`src/logic/obj_consts.svh`:
```
`ifndef OBJ_CONSTS_SVH
`define OBJ_CONSTS_SVH

// Object table geometry
`define OBJ_ENTRIES 128
`define OBJ_WORDS   8

// Fixed sprite width in pixels
`define OBJ_WIDTH   16

// Visible lines per frame
`define VIS_LINES   224

// A bottom value at or above this ends the sprite list
`define LIST_END    8'hF0

`endif

```
`src/logic/obj_types_pkg.sv`:
```
package obj_types_pkg;

    // Object table entry, one word each
    //   word 0  top in [7:0], bottom in [15:8]
    //   word 1  xpos in [8:0]
    //   word 2  signed pitch
    //   word 3  start offset, MSB is the horizontal flip
    //   word 4  pal in [13:8], bank in [6:4], prio in [1:0]
    //   word 7  scratch row offset, kept by the scanner
    typedef logic [15:0] obj_word_t;
    typedef logic [9:0]  obj_addr_t;   // {entry, word index}
    typedef logic [6:0]  obj_idx_t;
    typedef logic [19:0] rom_addr_t;   // {bank, offset}

    typedef logic [1:0]  prio_t;
    typedef logic [5:0]  pal_t;
    typedef logic [3:0]  pen_t;        // 0 is transparent

    typedef enum logic [2:0] {
        scan_idle, scan_test, scan_read_x, scan_read_pitch,
        scan_read_offs, scan_read_attr, scan_write_scr, scan_draw
    } obj_scan_state_t;

endpackage

```
`src/logic/video_pkg.sv`:
```
package video_pkg;

    // Current render line
    typedef logic [8:0] line_t;

    // Horizontal position, wraps at 512
    typedef logic [8:0] scr_x_t;

    // {prio, pal, pen}, all zero means no sprite pixel
    typedef logic [11:0] pixel_t;

    // Which bank takes sprite writes this line
    typedef enum logic {
        lb_wr_a,
        lb_wr_b
    } lb_state_t;

endpackage

```
`src/logic/obj_if.sv`:
```


// One draw command from scanner to drawer
interface obj_draw_if import obj_types_pkg::*, video_pkg::*; ();
    logic       start;   // Single-cycle pulse
    logic       busy;
    scr_x_t     xpos;
    obj_word_t  offset;  // Row offset, MSB set when flipped
    logic [3:0] bank;
    prio_t      prio;
    pal_t       pal;
    logic       hflip;

    modport cmd (
        output start, output xpos, output offset, output bank,
        output prio, output pal, output hflip,
        input  busy
    );
    modport eng (
        input  start, input xpos, input offset, input bank,
        input  prio, input pal, input hflip,
        output busy
    );
endinterface

```
`src/logic/obj_draw.sv`:
```
`timescale 1ns/1ps
`include "obj_consts.svh"

module obj_draw import obj_types_pkg::*, video_pkg::*; (
    input  logic      clk,
    input  logic      rst,

    obj_draw_if.eng   drw,

    output rom_addr_t rom_addr,
    input  obj_word_t rom_data,

    output scr_x_t    wr_x,
    output pixel_t    wr_pix,
    output logic      wr_en
);

    localparam int LAST_WORD = `OBJ_WIDTH / 4 - 1;

    logic       busy;
    logic [1:0] word_cnt;
    logic [2:0] phase;      // 0..2 fetch, 3..6 pixel writes
    obj_word_t  offs;
    logic [3:0] bank;
    prio_t      prio;
    pal_t       pal;
    logic       hflip;
    obj_word_t  pens;
    scr_x_t     x;
    pen_t       pen;
    logic [1:0] word_sel;
    logic       writing;

    assign drw.busy = busy;

    // Flipped sprites walk the words backwards
    assign word_sel = word_cnt ^ {2{hflip}};
    assign rom_addr = {bank, {1'b0, offs[14:0]} + {14'd0, word_sel}};

    assign pen     = pens[15:12];          // Leftmost pen first
    assign writing = busy && phase >= 3'd3;
    assign wr_x    = x;
    assign wr_pix  = {prio, pal, pen};
    assign wr_en   = writing && pen != '0;

    always_ff @(posedge clk or posedge rst) begin
        if (rst) begin
            busy     <= 1'b0;
            phase    <= '0;
            word_cnt <= '0;
        end else if (!busy) begin
            if (drw.start) begin
                busy     <= 1'b1;
                phase    <= '0;
                word_cnt <= '0;
            end
        end else if (phase == 3'd6) begin
            phase <= '0;
            if (word_cnt == 2'(LAST_WORD)) begin
                busy <= 1'b0;                   // Last pixel went out this cycle
            end else begin
                word_cnt <= word_cnt + 1'b1;
            end
        end else begin
            phase <= phase + 1'b1;
        end
    end

    always_ff @(posedge clk) begin
        if (!busy && drw.start) begin
            offs  <= drw.offset;
            bank  <= drw.bank;
            prio  <= drw.prio;
            pal   <= drw.pal;
            hflip <= drw.hflip;
            x     <= drw.xpos;
        end else if (busy && phase == 3'd2) begin
            // ROM word is valid now
            pens <= hflip ? {rom_data[3:0], rom_data[7:4], rom_data[11:8], rom_data[15:12]}
                          : rom_data;
        end else if (writing) begin
            pens <= pens << 4;
            x    <= x + 1'b1;                   // Wraps at 512
        end
    end

endmodule

```
`src/flat_wrapper.sv`:
```
// flat-port wrapper written by rule: the top's interface ports become plain ports
module obj_draw_flat import obj_types_pkg::*, video_pkg::*;
  (clk, rst, rom_addr, rom_data, wr_x, wr_pix, wr_en, drw_start, drw_xpos, drw_offset, drw_bank, drw_prio, drw_pal, drw_hflip, drw_busy);
  obj_draw_if drw_i ();
  input  logic clk;
  input  logic rst;
  output rom_addr_t rom_addr;
  input  obj_word_t rom_data;
  output scr_x_t wr_x;
  output pixel_t wr_pix;
  output logic wr_en;
  input wire logic [$bits(drw_i.start)-1:0] drw_start;
  input wire logic [$bits(drw_i.xpos)-1:0] drw_xpos;
  input wire logic [$bits(drw_i.offset)-1:0] drw_offset;
  input wire logic [$bits(drw_i.bank)-1:0] drw_bank;
  input wire logic [$bits(drw_i.prio)-1:0] drw_prio;
  input wire logic [$bits(drw_i.pal)-1:0] drw_pal;
  input wire logic [$bits(drw_i.hflip)-1:0] drw_hflip;
  output wire logic [$bits(drw_i.busy)-1:0] drw_busy;
  assign drw_i.start = drw_start;
  assign drw_i.xpos = drw_xpos;
  assign drw_i.offset = drw_offset;
  assign drw_i.bank = drw_bank;
  assign drw_i.prio = drw_prio;
  assign drw_i.pal = drw_pal;
  assign drw_i.hflip = drw_hflip;
  assign drw_busy = drw_i.busy;
  obj_draw u_core (.clk(clk), .rst(rst), .drw(drw_i), .rom_addr(rom_addr), .rom_data(rom_data), .wr_x(wr_x), .wr_pix(wr_pix), .wr_en(wr_en));
endmodule
```
`config.mk`:
```
export PLATFORM = sky130hd
export DESIGN_NAME = obj_draw_flat
export DESIGN_NICKNAME = d
export VERILOG_FILES = /design/src/logic/obj_types_pkg.sv /design/src/logic/video_pkg.sv /design/src/logic/obj_if.sv /design/src/logic/obj_draw.sv /design/src/flat_wrapper.sv
export VERILOG_INCLUDE_DIRS = /design/src /design/src/logic
export SDC_FILE = /design/constraint.sdc
export NUM_CORES = 1
export LEC_CHECK = 0
export ABC_AREA = 1
export BUFFER_PORTS_ARGS = -buffer_cell sky130_fd_sc_hd__buf_4
export CAP_MARGIN = 40
export CORE_MARGIN = 5
export CORE_UTILIZATION = 33
export DETAILED_ROUTE_END_ITERATION = 8
export PLACE_DENSITY = 0.68
export SLEW_MARGIN = 10
export SYNTH_ARGS = -nofsm -noshare
export SYNTH_HDL_FRONTEND = slang
export SYNTH_SLANG_ARGS = --single-unit
```
`constraint.sdc`:
```
create_clock -name clk -period 2.7 [get_ports clk]
set_input_delay 0.27 -clock clk [delete_from_list [all_inputs] [get_ports clk]]
set_output_delay 0.27 -clock clk [all_outputs]
set_load 0.02 [all_outputs]
```
# After elaboration in Yosys (flattened, before gate mapping)
# Cells that the tools add are included.
[op_classes] addsub=4 order_cmp=1 n_eq_ne=6 mux=17 bitwise_logic=2 n_reduce_logical=12
[ops] operator="2-to-1 mux 16 bit" n=3
[ops] operator="2-to-1 mux 9 bit" n=3
[ops] operator="adder 15 x 2 -> 16 bit" n=1
[ops] operator="adder 9 x 1 -> 9 bit (second input constant)" n=1
[ops] operator="2-to-1 mux 3 bit" n=3
[ops] operator="2-to-1 mux 2 bit" n=4
[ops] operator="nonzero test 2 bit" n=3
[ops] operator="logical AND 1 bit" n=4
[ops] operator="2-to-1 mux 1 bit" n=4
[ops] operator="inequality test 2 bit (second input constant)" n=2
[ops] operator="AND reduction 2 bit" n=2
[ops] operator="nonzero test 4 bit" n=1
[ops] operator="adder 3 x 1 -> 3 bit (second input constant)" n=1
[ops] operator="== test 3 x 2 -> 1 bit (second input constant)" n=1
[ops] operator="== test 3 bit (second input constant)" n=1
[ops] operator=">= comparator 3 x 2 -> 1 bit (second input constant)" n=1
[ops] operator="AND reduction 3 bit" n=1
[ops] operator="adder 2 x 1 -> 2 bit (second input constant)" n=1
[ops] operator="== test 2 bit (second input constant)" n=1
[ops] operator="inequality test 2 x 1 -> 1 bit (second input constant)" n=1
[ops] operator="XOR 2 bit" n=1
[ops] operator="logical NOT 1 bit" n=1
[ops] operator="inverter 1 bit" n=1
[totals] reg_bits=59 in_bits=57 out_inout_bits=43 elab_cells=52

# Depth between registers and ports, before layout
[logic_depth] ltp_word=5 ltp_mapped=11 mapped_depth_nobuf=9

# Worst setup path before layout
# No wires, ideal clock.
[synth_path] kind="flip-flop to output port" startpoint="register u_core.hflip" endpoint="output rom_addr[6]" t_arrival_ps=1979 required_ps=2430 setup_slack_ps=451 path_stages_with_launch=9 path_buffers=2 cell_sequence="edfxtp_1 buf_4 buf_2 xor2_1 ha_1 fa_1 nand3_1 nor2_2 xor2_1"
[synth_via] elab_chain_cells=2
[synth_rtl] item="from (decl)" line="obj_draw.sv:27" text="logic hflip;"
[synth_rtl] item="from (signal assigned)" line="obj_draw.sv:75" text="hflip <= drw.hflip;"
[synth_rtl] item="XOR 2 bit" line="obj_draw.sv:37" text="assign word_sel = word_cnt ^ {2{hflip}};"
[synth_rtl] item="adder 15 x 2 -> 16 bit" line="obj_draw.sv:38" text="assign rom_addr = {bank, {1'b0, offs[14:0]} + {14'd0, word_sel}};"
[synth_rtl] item="to (decl)" line="flat_wrapper.sv:7" text="output rom_addr_t rom_addr;"
# Every way passes these cells.

# Final worst setup path
[layout_path] startpoint="register u_core.hflip" endpoint="output rom_addr[10]"
# The elaborated chain is that of the path after synthesis.

==> results.toml <==
[die]
placementRows = 35
fp.dieH_um = 106
core_area_mm2 = 0.00906
dieArea_mm2 = 0.0112
start_util = 0.333
ios = 100
die_w_um = 106

[routing]
ant_nets = 0
drc = 0
drtIter0Drc = 90
via_per_inst = 4.49
routed_wl_um = 6920
routedWlPerCell_um = 12.9
first_pass_iters = 4
vias = 2414

[power_and_ir_drop]
leakagePower_nw = 1.86
p_per_area_mw_per_mm2 = 917
power_mw = 3.67
ir_worst_vdd_v = 0.000339

[timing]
worst_slack_ns = 0.200
finalCritPeriodShare = 0.926
worst_pin_slew_ns = 0.673
skew_ns = 0.00934
setup_viol = 0
whs_ns = 0.116
maxSlewHeadroom = 0.550
fin_crit_ns = 2.50
finalMaxSlewViolations = 0
hold_viol_final = 0
fmax_mhz = 400
rsz0062_at_grt = "no"
fin_tns_setup_ns = 0

[critical_path]
cp.arrival_ns = 2.23
cp-end-kind = "primary output"
path_class = "reg -> out"
reg2reg_depth = 4
critPathRequiredTime_ns = 2.43
cp.buffers_inverters = 1
cp_slowest_cell = "edfxtp_1"
crit_chain = "xor2_1 > ha_1 > fa_1 > nand3_1 > nor2_2 > nand2_1 > xnor2_1 > buf_4"
cp_slowest_stage_delay_ns = 0.45
reg2reg_from = "u_core.drw.busy"
reg2reg_setup_slack_ns = 0.69
cp_max_fo = 4
crit_path_start_kind = "flip-flop"
rr_endpoint = "u_core.prio[0]"
cp_top_family = "adder cells"

[logic_synthesis]
async_flop_share = 0.102
yosys_warnings = 0
synth-seq-cells = 59
ys.flop_type = "edfxtp_1"
avgSynthCellArea_um2 = 9.36
ys_seq_area_frac = 0.576
synthCells = 323
ys_types = 30
syn-cell-area_mm2 = 0.00302
synth_nets = 386
synth-edff-count = 53

[cts]
cts.clk_slew.worst_paths_ns = 0.07
cts_buffers = 9
root_buffer = "clkbuf_8"
tritoncts = "done"
cts_setup_buffers = 0
cts_resized = 0
h-tree-depth = 3
clock-sinks = 59
cts_hold_buf = 1
worstSkewPairLatency_ns = 0.33
clockBufferDepth = 2

[min_path]
holdPathEnd = "u_core.offs[11]"
hold_path_class = "in -> reg"
hp-start = "drw_offset[11]"
hold_path_depth = 1

[run]
cap_violations = 0

[grt]
grt_antenna_before_repair = 0
grt_pass1_vias = 2350
grt_pass1_wl_um = 11200
grt_overflow = 0
grt_max_degree = 23
grt_usage = 0.127

[place]
pre_cts_ws_ns = 0.533
dp_hpwl_um = 5300
place_congestion = 0.821
io_buffer_count = 98

[cells_and_area]
drive_gt1_frac = 0.290
diodes = 0
syn2layout_area_growth_pct = 32.4
nets = 487
final_common_cell = "nand2_1"
layout_common_cells = "132 x nand2_1, 101 x buf_4, 53 x edfxtp_1"

[status]
status = "completed"
report_power, final:
part	switching [mW]	internal (mW)	total (mW)
clock	0.333	0.405	0.738
sequential	0.178	1.40	1.58
combinational	0.824	0.526	1.35
total	1.33	2.34	3.67
worst register-to-register path, cell delays in order, from the launching register on:
cell and delay, ns:
dfrtp_1 0.53, inv_4 0.12, nand2_2 0.15, inv_1 0.47, buf_4 0.40
kinds of logic (layout without fill, tap and decap cells):
kind of cell,count (synthesis),count (layout),share of synthesized area
AND/OR/NAND/NOR,178,178,0.243
flip-flops,59,59,0.576
buffers and inverters,42,146,0.0712
AO/OA/AOI/OAI,27,27,0.0505
XOR/XNOR,11,11,0.0319
adder cells (fa/ha/maj),6,6,0.0273
metal layers:
metal  part of all wire  wire [µm]  GRT usage
met3              0.057        394     0.0349
met2               0.50       3450      0.207
met1               0.43       3000      0.161
met4              0.010         72     0.0472
met5                  0          0          0
metrics by stage:
step / cells / utilization / cell area (µm²)
2_1_floorplan: 323 / - / 3020
3_5_place_dp: 523 / 0.422 / 3820
4_1_cts: 538 / 0.442 / 4000
3_3_place_gp: 522 / 0.421 / 3810
6_report: 538 / 0.442 / 4000
5_1_grt: 538 / 0.442 / 4000
cell usage after synthesis (3+ instances only):
master    number  area [µm²]
buf_2          3        15.0
xnor2_1        5        43.8
nor2_1        19        71.3
nand2_1      132         495
nand3_1       17        85.1
a21oi_1        5        25.0
inv_1         27         101
buf_6          4        45.0
xor2_1         6        52.6
buf_4          5        37.5
dfrtp_1        6         150
edfxtp_1      53        1590
o21ai_0       13        65.1
ha_1           5        62.6
cell type report:
cell class	instances	area, µm²
inverter	30	118
timing repair buffer	102	768
tap	111	139
clock inverter	5	46.3
multi-input combinational	222	1070
sequential	59	1740
clock buffer	9	124
fill	883	5060
worst max path at each step:
stage                 start  slack [ns]            to  depth (start not counted)
2_1_floorplan  u_core.hflip        0.45   rom_addr[6]                          8
3_3_place_gp   u_core.hflip        0.59  rom_addr[10]                          8
3_5_place_dp   u_core.hflip        0.53  rom_addr[10]                          8
4_1_cts        u_core.hflip        0.17  rom_addr[10]                          8
5_1_grt        u_core.hflip        0.05  rom_addr[10]                          8
6_report       u_core.hflip        0.20  rom_addr[10]                          8
state kept, by name, indices dropped and copies added (netlist names):
signal,count
u_core.phase,3
u_core.offs,15
u_core.hflip,1
u_core.word_cnt,2
u_core.drw.busy,1
u_core.prio,2
u_core.bank,4
u_core.pal,6
u_core.pens,16
u_core.wr_x,9
(Power assumes the default switching activity.)
