$ cat src/logic/obj_consts.svh
`ifndef OBJ_CONSTS_SVH
`define OBJ_CONSTS_SVH

// Object table geometry
`define OBJ_ENTRIES 128
`define OBJ_WORDS   8

// Fixed sprite width in pixels
`define OBJ_WIDTH   16

// Visible lines per frame
`define VIS_LINES   224

// A bottom value at or above this ends the sprite list
`define LIST_END    8'hF0

`endif

$ cat src/logic/obj_types_pkg.sv
package obj_types_pkg;

    // Object table entry, one word each
    //   word 0  top in [7:0], bottom in [15:8]
    //   word 1  xpos in [8:0]
    //   word 2  signed pitch
    //   word 3  start offset, MSB is the horizontal flip
    //   word 4  pal in [13:8], bank in [6:4], prio in [1:0]
    //   word 7  scratch row offset, kept by the scanner
    typedef logic [15:0] obj_word_t;
    typedef logic [9:0]  obj_addr_t;   // {entry, word index}
    typedef logic [6:0]  obj_idx_t;
    typedef logic [19:0] rom_addr_t;   // {bank, offset}

    typedef logic [1:0]  prio_t;
    typedef logic [5:0]  pal_t;
    typedef logic [3:0]  pen_t;        // 0 is transparent

    typedef enum logic [2:0] {
        scan_idle, scan_test, scan_read_x, scan_read_pitch,
        scan_read_offs, scan_read_attr, scan_write_scr, scan_draw
    } obj_scan_state_t;

endpackage

$ cat src/logic/video_pkg.sv
package video_pkg;

    // Current render line
    typedef logic [8:0] line_t;

    // Horizontal position, wraps at 512
    typedef logic [8:0] scr_x_t;

    // {prio, pal, pen}, all zero means no sprite pixel
    typedef logic [11:0] pixel_t;

    // Which bank takes sprite writes this line
    typedef enum logic {
        lb_wr_a,
        lb_wr_b
    } lb_state_t;

endpackage

$ cat src/logic/obj_if.sv
`timescale 1ns/1ps

// Scanner access to the object table
interface obj_tbl_if import obj_types_pkg::*; ();
    obj_addr_t addr;
    obj_word_t dout;   // Registered, one cycle after addr
    obj_word_t din;
    logic      we;

    modport scan (output addr, output din, output we, input dout);
    modport mem  (input addr, input din, input we, output dout);
endinterface

// One draw command from scanner to drawer
interface obj_draw_if import obj_types_pkg::*, video_pkg::*; ();
    logic       start;   // Single-cycle pulse
    logic       busy;
    scr_x_t     xpos;
    obj_word_t  offset;  // Row offset, MSB set when flipped
    logic [3:0] bank;
    prio_t      prio;
    pal_t       pal;
    logic       hflip;

    modport cmd (
        output start, output xpos, output offset, output bank,
        output prio, output pal, output hflip,
        input  busy
    );
    modport eng (
        input  start, input xpos, input offset, input bank,
        input  prio, input pal, input hflip,
        output busy
    );
endinterface

$ cat src/logic/obj_scan.sv
`timescale 1ns/1ps
`include "obj_consts.svh"

module obj_scan import obj_types_pkg::*, video_pkg::*; (
    input  logic    clk,
    input  logic    rst,

    input  logic    flip,
    input  logic    hstart,
    input  line_t   vrender,

    obj_tbl_if.scan tbl,
    obj_draw_if.cmd drw
);

    obj_scan_state_t state;
    obj_idx_t        cur_obj;
    logic [2:0]      idx;
    logic            stall;     // Table read for a new address still in flight
    logic            first;     // Sprite starts on this line
    obj_word_t       pitch;
    obj_word_t       start_offs;
    obj_word_t       row_offs;
    line_t           vrf;
    logic [7:0]      top, bottom;
    logic            in_zone, line_ok;
    logic            advance;

    assign vrf     = flip ? line_t'(`VIS_LINES - 1) - vrender : vrender;
    assign line_ok = vrf < `VIS_LINES;

    // Empty when top >= bottom, so such entries never match
    assign top     = tbl.dout[7:0];
    assign bottom  = tbl.dout[15:8];
    assign in_zone = vrf[7:0] >= top && bottom > vrf[7:0];

    // Word 7 carries the running offset except on the top line
    assign row_offs = first ? start_offs : tbl.dout;

    assign tbl.addr = {cur_obj, idx};
    assign tbl.we   = state == scan_write_scr;
    assign tbl.din  = row_offs + pitch;

    // Move on to the next entry
    always_comb begin
        advance = 1'b0;
        if (state == scan_test) begin
            advance = !stall && bottom < `LIST_END && !in_zone;
        end else if (state == scan_draw) begin
            advance = !drw.busy;
        end
    end

    always_ff @(posedge clk or posedge rst) begin
        if (rst) begin
            state     <= scan_idle;
            cur_obj   <= '0;
            idx       <= '0;
            stall     <= 1'b0;
            drw.start <= 1'b0;
        end else begin
            drw.start <= 1'b0;
            stall     <= 1'b0;
            idx       <= (idx >= 3'd4) ? 3'd7 : idx + 3'd1;  // After attr go to scratch
            if (hstart) begin
                cur_obj <= '0;
                if (!line_ok) begin
                    state <= scan_idle;
                    idx   <= '0;
                end else begin
                    state <= scan_test;
                    // Word 0 of entry 0 is not on the bus yet
                    idx   <= '0;
                    stall <= 1'b1;
                end
            end else begin
                case (state)
                    scan_idle: idx <= '0;
                    scan_test: begin
                        if (!stall) begin
                            if (bottom >= `LIST_END) begin
                                state <= scan_idle;           // End of list
                            end else if (in_zone) begin
                                state <= scan_read_x;
                            end
                        end
                    end
                    scan_read_x:     state <= scan_read_pitch;
                    scan_read_pitch: state <= scan_read_offs;
                    scan_read_offs:  state <= scan_read_attr;
                    scan_read_attr:  state <= scan_write_scr;
                    scan_write_scr:  state <= scan_draw;
                    scan_draw: begin
                        if (!drw.busy) begin
                            drw.start <= 1'b1;
                        end
                    end
                    default: state <= scan_idle;
                endcase
                if (advance) begin
                    if (cur_obj == obj_idx_t'(`OBJ_ENTRIES - 1)) begin
                        state <= scan_idle;
                    end else begin
                        cur_obj <= cur_obj + 1'b1;
                        idx     <= '0;
                        stall   <= 1'b1;
                        state   <= scan_test;
                    end
                end
            end
        end
    end

    // Entry fields, captured as each word comes back
    always_ff @(posedge clk) begin
        case (state)
            scan_test:       first <= top == vrf[7:0];
            scan_read_x:     drw.xpos <= tbl.dout[8:0];
            scan_read_pitch: pitch <= tbl.dout;
            scan_read_offs:  start_offs <= tbl.dout;
            scan_read_attr: begin
                drw.pal  <= tbl.dout[13:8];
                drw.bank <= {1'b0, tbl.dout[6:4]};
                drw.prio <= tbl.dout[1:0];
            end
            scan_write_scr: begin
                drw.offset <= row_offs;
                drw.hflip  <= row_offs[15];
            end
            default: ;
        endcase
    end

    a_start_idle: assert property (
        @(posedge clk) disable iff (rst) drw.start |-> !drw.busy
    ) else $error("draw start while drawer busy");

endmodule

$ cat src/flat_wrapper.sv
// flat-port wrapper written by rule: the top's interface ports become plain ports
module obj_scan_flat import obj_types_pkg::*, video_pkg::*;
  (clk, rst, flip, hstart, vrender, tbl_addr, tbl_din, tbl_we, tbl_dout, drw_start, drw_xpos, drw_offset, drw_bank, drw_prio, drw_pal, drw_hflip, drw_busy);
  obj_tbl_if tbl_i ();
  obj_draw_if drw_i ();
  input  logic clk;
  input  logic rst;
  input  logic flip;
  input  logic hstart;
  input  line_t vrender;
  output wire logic [$bits(tbl_i.addr)-1:0] tbl_addr;
  output wire logic [$bits(tbl_i.din)-1:0] tbl_din;
  output wire logic [$bits(tbl_i.we)-1:0] tbl_we;
  input wire logic [$bits(tbl_i.dout)-1:0] tbl_dout;
  output wire logic [$bits(drw_i.start)-1:0] drw_start;
  output wire logic [$bits(drw_i.xpos)-1:0] drw_xpos;
  output wire logic [$bits(drw_i.offset)-1:0] drw_offset;
  output wire logic [$bits(drw_i.bank)-1:0] drw_bank;
  output wire logic [$bits(drw_i.prio)-1:0] drw_prio;
  output wire logic [$bits(drw_i.pal)-1:0] drw_pal;
  output wire logic [$bits(drw_i.hflip)-1:0] drw_hflip;
  input wire logic [$bits(drw_i.busy)-1:0] drw_busy;
  assign tbl_addr = tbl_i.addr;
  assign tbl_din = tbl_i.din;
  assign tbl_we = tbl_i.we;
  assign tbl_i.dout = tbl_dout;
  assign drw_start = drw_i.start;
  assign drw_xpos = drw_i.xpos;
  assign drw_offset = drw_i.offset;
  assign drw_bank = drw_i.bank;
  assign drw_prio = drw_i.prio;
  assign drw_pal = drw_i.pal;
  assign drw_hflip = drw_i.hflip;
  assign drw_i.busy = drw_busy;
  obj_scan u_core (.clk(clk), .rst(rst), .flip(flip), .hstart(hstart), .vrender(vrender), .tbl(tbl_i), .drw(drw_i));
endmodule
$ cat config.mk
export PLATFORM = sky130hd
export DESIGN_NAME = obj_scan_flat
export DESIGN_NICKNAME = d
export VERILOG_FILES = /design/src/logic/obj_types_pkg.sv /design/src/logic/video_pkg.sv /design/src/logic/obj_if.sv /design/src/logic/obj_scan.sv /design/src/flat_wrapper.sv
export VERILOG_INCLUDE_DIRS = /design/src /design/src/logic
export SDC_FILE = /design/constraint.sdc
export NUM_CORES = 1
export LEC_CHECK = 0
export CAP_MARGIN = 20
export CORE_ASPECT_RATIO = 1.25
export CORE_UTILIZATION = 61
export CTS_CLUSTER_DIAMETER = 30
export CTS_CLUSTER_SIZE = 28
export DETAILED_ROUTE_END_ITERATION = 7
export DONT_BUFFER_PORTS = 1
export PLACE_DENSITY = 0.86
export SKIP_CTS_REPAIR_TIMING = 1
export SLEW_MARGIN = 40
export SYNTH_ARGS = -nofsm -noshare
export SYNTH_HDL_FRONTEND = slang
export SYNTH_SLANG_ARGS = --single-unit
$ cat constraint.sdc
create_clock -name clk -period 5.35 [get_ports clk]
set_input_delay 1.07 -clock clk [delete_from_list [all_inputs] [get_ports clk]]
set_output_delay 1.07 -clock clk [all_outputs]
set_load 0.03 [all_outputs]
# Word-level counts from Yosys, hierarchy flattened
# Index checks and enable logic that the tools add are counted.
# W data, S select, Z words.
totals:
  regBits: 85
  latch_bits: 0
  ram_bits: 0
  rom_bits: 0
  in_bits: 30
  out_inout_bits: 66
  elab_cells: 74
  n_memories: 0
op_classes:
  add_sub_neg: 4
  mul: 0
  n_div: 0
  magnitude_cmp: 6
  n_eq_ne: 12
  shifts: 0
  mux: 27
  bitwise_logic: 0
  reduce_logical: 11
ops:
  columns: ["cell", "n"]
  rows:
  - ["$mux W3", 10]
  - ["$mux W7", 3]
  - ["$pmux W3 S6", 1]
  - ["$add A16 B16 Y16", 1]
  - ["$mux W16", 1]
  - ["$eq A3 B3 Y1 const B", 4]
  - ["$mux W1", 11]
  - ["$lt A9 B8 Y1 const B", 1]
  - ["$mux W9", 1]
  - ["$sub A8 B9 Y9 const A", 1]
  - ["$eq A8 B8 Y1", 1]
  - ["$ge A8 B8 Y1", 1]
  - ["$ge A8 B8 Y1 const B", 1]
  - ["$gt A8 B8 Y1", 1]
  - ["$lt A8 B8 Y1 const B", 1]
  - ["$reduce_bool A8 Y1", 1]
  - ["$add A7 B1 Y7 const B", 1]
  - ["$eq A7 B7 Y1 const B", 1]
  - ["$eq A3 B2 Y1 const B", 2]
  - ["$ne A5 B3 Y1 const B", 1]
  - ["$ne A4 B4 Y1 const B", 1]
  - ["$add A3 B1 Y3 const B", 1]
  - ["$eq A3 B1 Y1 const B", 1]
  - ["$ge A3 B3 Y1 const B", 1]
  - ["7 further kinds", 11]

# Depth between registers and ports, before layout
depth:
  ltp_word: 10
  mapped_depth: 12
  depth_no_buf: 12

# Worst setup path before layout
# No wires, ideal clock.
synth_timing:
  path_type: "input to output"
  start: "input port tbl_dout[0]"
  end: "output port tbl_din[14]"
  arrival_time_ps: 3801
  required_ps: 4280
  setup_slack_ps: 479
  stages: 10
  path_buffers: 0
  cell_sequence: "mux2_2 -> ha_1 -> inv_1 -> fa_1 -> nor2b_1 -> o21a_1 -> o21ai_0 -> a211oi_1 -> o31ai_1 -> o311ai_0"
synth_between:
  elab_chain_cells: 2
synth_rtl:
  columns: ["element", "line_no", "text"]
  rows:
  - ["start, declared", "flat_wrapper.sv:14", "input wire logic [$bits(tbl_i.dout)-1:0] tbl_dout;"]
  - ["$mux W16", "obj_scan.sv:38", "assign row_offs = first ? start_offs : tbl.dout;"]
  - ["$add A16 B16 Y16", "obj_scan.sv:42", "assign tbl.din = row_offs + pitch;"]
  - ["end, declared", "flat_wrapper.sv:12", "output wire logic [$bits(tbl_i.din)-1:0] tbl_din;"]
# Every way passes these cells.

# Worst setup path after layout
# Ends and elaborated chain as after synthesis.

==> results.json <==
{
  "maxSlewViolCount": 0,
  "yosysSeqAreaShare": 0.5543,
  "rows": 34,
  "gp_congestion": 0.8635,
  "outcome": "completed",
  "syn_area_mm2": 0.004415,
  "yosys.cell_types.count": 58,
  "cts_tree": "done",
  "critical_path_class": "in2out",
  "synth_compound_area_frac": 0.1199,
  "cts_root_buffer": "clkbuf_8",
  "hpwl_mm": 6.552,
  "setup_slack_ps": 735.8,
  "pre_cts_ws_ps": 752.9,
  "final_core_util": 0.6772,
  "drtIter0Drc": 157,
  "synth_xor_area_frac": 0.05299,
  "wire_per_inst_um": 19.15,
  "tightest_slew_ps": 774.1,
  "final_layout_size_suffix_gt1_frac": 0.1205,
  "placedCellCount": 439,
  "synth_edf_count": 69,
  "grt_pass1_vias": 2893,
  "finalSetupViolCount": 0,
  "io_buffers": 0,
  "clock-sinks": 84,
  "finalNonFillerCells": 455,
  "final_min_period_over_clock_period": 0.8625,
  "p_seq_frac": 0.428,
  "drcViolationCount": 0,
  "ant_nets": 0,
  "leakagePower_nw": 1.835,
  "hold_viol_final": 0,
  "p_int_w": 0.001224,
  "crit_fanout": 6,
  "grt-ovfl-total": 0,
  "grt_pass1_wl_mm": 14.17,
  "cts_buffer_depth": 2,
  "die-area_mm2": 0.007585,
  "vias": 2826,
  "synth_ff_type": "edfxtp_1",
  "clk_pin_slew_ps": 80,
  "finClkSkew_ps": 6.558,
  "power.net_switching_w": 0.0007712,
  "layout_commonest_cell": "edfxtp_1",
  "syn_nets": 416,
  "antenna_found_initial": 0,
  "dieHeight_um": 97.12,
  "met1_length_mm": 3.530,
  "finalNetCount": 423,
  "crit_path_end_kind": "primary output",
  "rsz0062_at_grt": "no",
  "synth_top_family_by_area": "compound AO/OA/AOI/OAI gates",
  "clkPwrFrac": 0.214,
  "slowest_delay_ps": 480,
  "core_mm2": 0.006977,
  "ir_worst_vdd_uv": 235.7,
  "avgSynthCellArea_um2": 12.51,
  "top_layer": "met4",
  "fillers": 500,
  "worstHoldPathType": "reg2reg",
  "io_pins": 96,
  "period_needed_ps": 4614,
  "start_util": 0.6329,
  "slowest_stage": "o31ai_1",
  "combPwrFrac": 0.358,
  "antennaDiodeCount": 0,
  "reg2reg_depth": 6,
  "synth_adder_area_share": 0.09748,
  "syn_inst": 353,
  "wl_met2_mm": 4.552,
  "wirelength_mm": 8.714,
  "firstDrtPassIters": 5,
  "path_cells": "mux2_2, ha_1, inv_1, fa_1, nor2b_1, o21a_1, o21ai_0, a211oi_1, o31ai_1, nand3_1, o311ai_1, buf_4",
  "max_freq_ghz": 0.2167,
  "swShare": 0.3864,
  "synthMuxAreaShare": 0.02550,
  "slew_headroom": 0.4802,
  "drv_cap": 0,
  "synth-simple-area-share": 0.1167,
  "yosys_warnings": 0,
  "vias_per_cell": 6.211,
  "arrival_ps": 3540,
  "cp-start-kind": "input pin",
  "syn2layout_area_growth_pct": 6.999,
  "ctsHtreeMaxLevel": 3,
  "track_usage": 0.2486,
  "die_width_um": 78.10,
  "whs_path_depth": 1,
  "p_per_area_mw_per_mm2": 422.4,
  "final_cell_mix": "edfxtp_1, ha_1, inv_1, nand2_1, a21oi_1",
  "wl_met3_um": 430,
  "async_reset_ff_frac": 0.1786,
  "clk-insertion-delay-late_ps": 350,
  "critPathRequiredTime_ps": 4280,
  "cts_inserted_buffers": 9,
  "grt_max_degree": 19,
  "setup_tns_ps": 0,
  "synth_seq_cells": 84
}
==> power groups by stage <==
stage / clock network (W) / logic (W) / registers (W)
floorplan: 0 / 0.000598 / 0.000851
global placement: 0 / 0.000684 / 0.000865
detailed placement: 0 / 0.000709 / 0.000869
CTS: 0.000432 / 0.000714 / 0.000854
global route: 0.000460 / 0.000773 / 0.000861
finish: 0.000428 / 0.000714 / 0.000854
==> registers in the layout, indices dropped and copies added, names as in the netlist, 2 cells and up <==
register and flops:
u_core.pitch 16, u_core.drw.xpos 9, u_core.drw.offset 15, u_core.drw.pal 6, u_core.cur_obj 7, u_core.start_offs 16
u_core.drw.prio 2, u_core.state 3, u_core.idx 3, u_core.drw.bank 3
==> routing by layer <==
| metal | up-vias | GRT usage |
|---|---|---|
| met5 | - | 0 |
| met4 | 0 | 0.1168 |
| li1 | 1332 | - |
| met3 | 17 | 0.05634 |
| met1 | 1384 | 0.2863 |
| met2 | 93 | 0.4332 |
==> cell families after synthesis <==
logic type,count (synthesis)
other,1
adder cells (fa/ha/maj),34
multiplexers,10
flip-flops,84
AND/OR/NAND/NOR,94
AO/OA/AOI/OAI,73
XOR/XNOR,23
buffers and inverters,34
==> final timing paths <==
path	slack, ps	endpoint	start
max	740	tbl_din[14]	tbl_dout[0]
min	570	u_core.drw.offset[14]	u_core.start_offs[14]
max reg2reg	2920	u_core.cur_obj[4]	u_core.state[1]
min reg2reg	570	u_core.drw.offset[14]	u_core.start_offs[14]
max in group asynchronous	4320	u_core.drw.start	rst
min in group asynchronous	650	u_core.cur_obj[6]	rst
==> worst max-delay path: cells and delay by family <==
kind / cells / cell delay, ps
AO/OA/AOI/OAI: 5 / 1270
adder cells (fa/ha/maj): 2 / 440
buffers and inverters: 2 / 300
multiplexers: 1 / 260
AND/OR/NAND/NOR: 2 / 190
==> cell usage after synthesis (all sizes together), types with 6 or more instances <==
cell type	n	share of area
xor2	6	0.012
o31ai	6	0.010
edfxtp	69	0.47
nor2b	7	0.012
dfrtp	15	0.085
mux2	10	0.026
nor2	14	0.012
nand3	11	0.012
xnor2	16	0.036
inv	25	0.021
o21ai	16	0.018
ha	32	0.091
nand2	23	0.020
nor3	8	0.0091
a21oi	17	0.019
==> per-stage QoR <==
stage	cell area, um2	hold WS, ps	total power [W]
final	4725	570.7	0.001996
after global routing	4725	591.5	0.002095
after CTS	4725	573.6	0.002000
after detailed placement	4541	559.0	0.001577
after global placement	4532	551.9	0.001549
after floorplan	4415	544.8	0.001448
==> area by class of cell <==
cell class              instances  area (um2)  area share
clock buffers                  11       131.4     0.02781
clock inverters                 5       52.55     0.01112
inverters                      25       93.84     0.01986
multi-input cells             235        1849      0.3914
flip-flops and latches         84        2447      0.5180
well taps                      90       112.6     0.02383
repair buffers                  5       37.54    0.007945
Power figures use the tool's default switching activity.
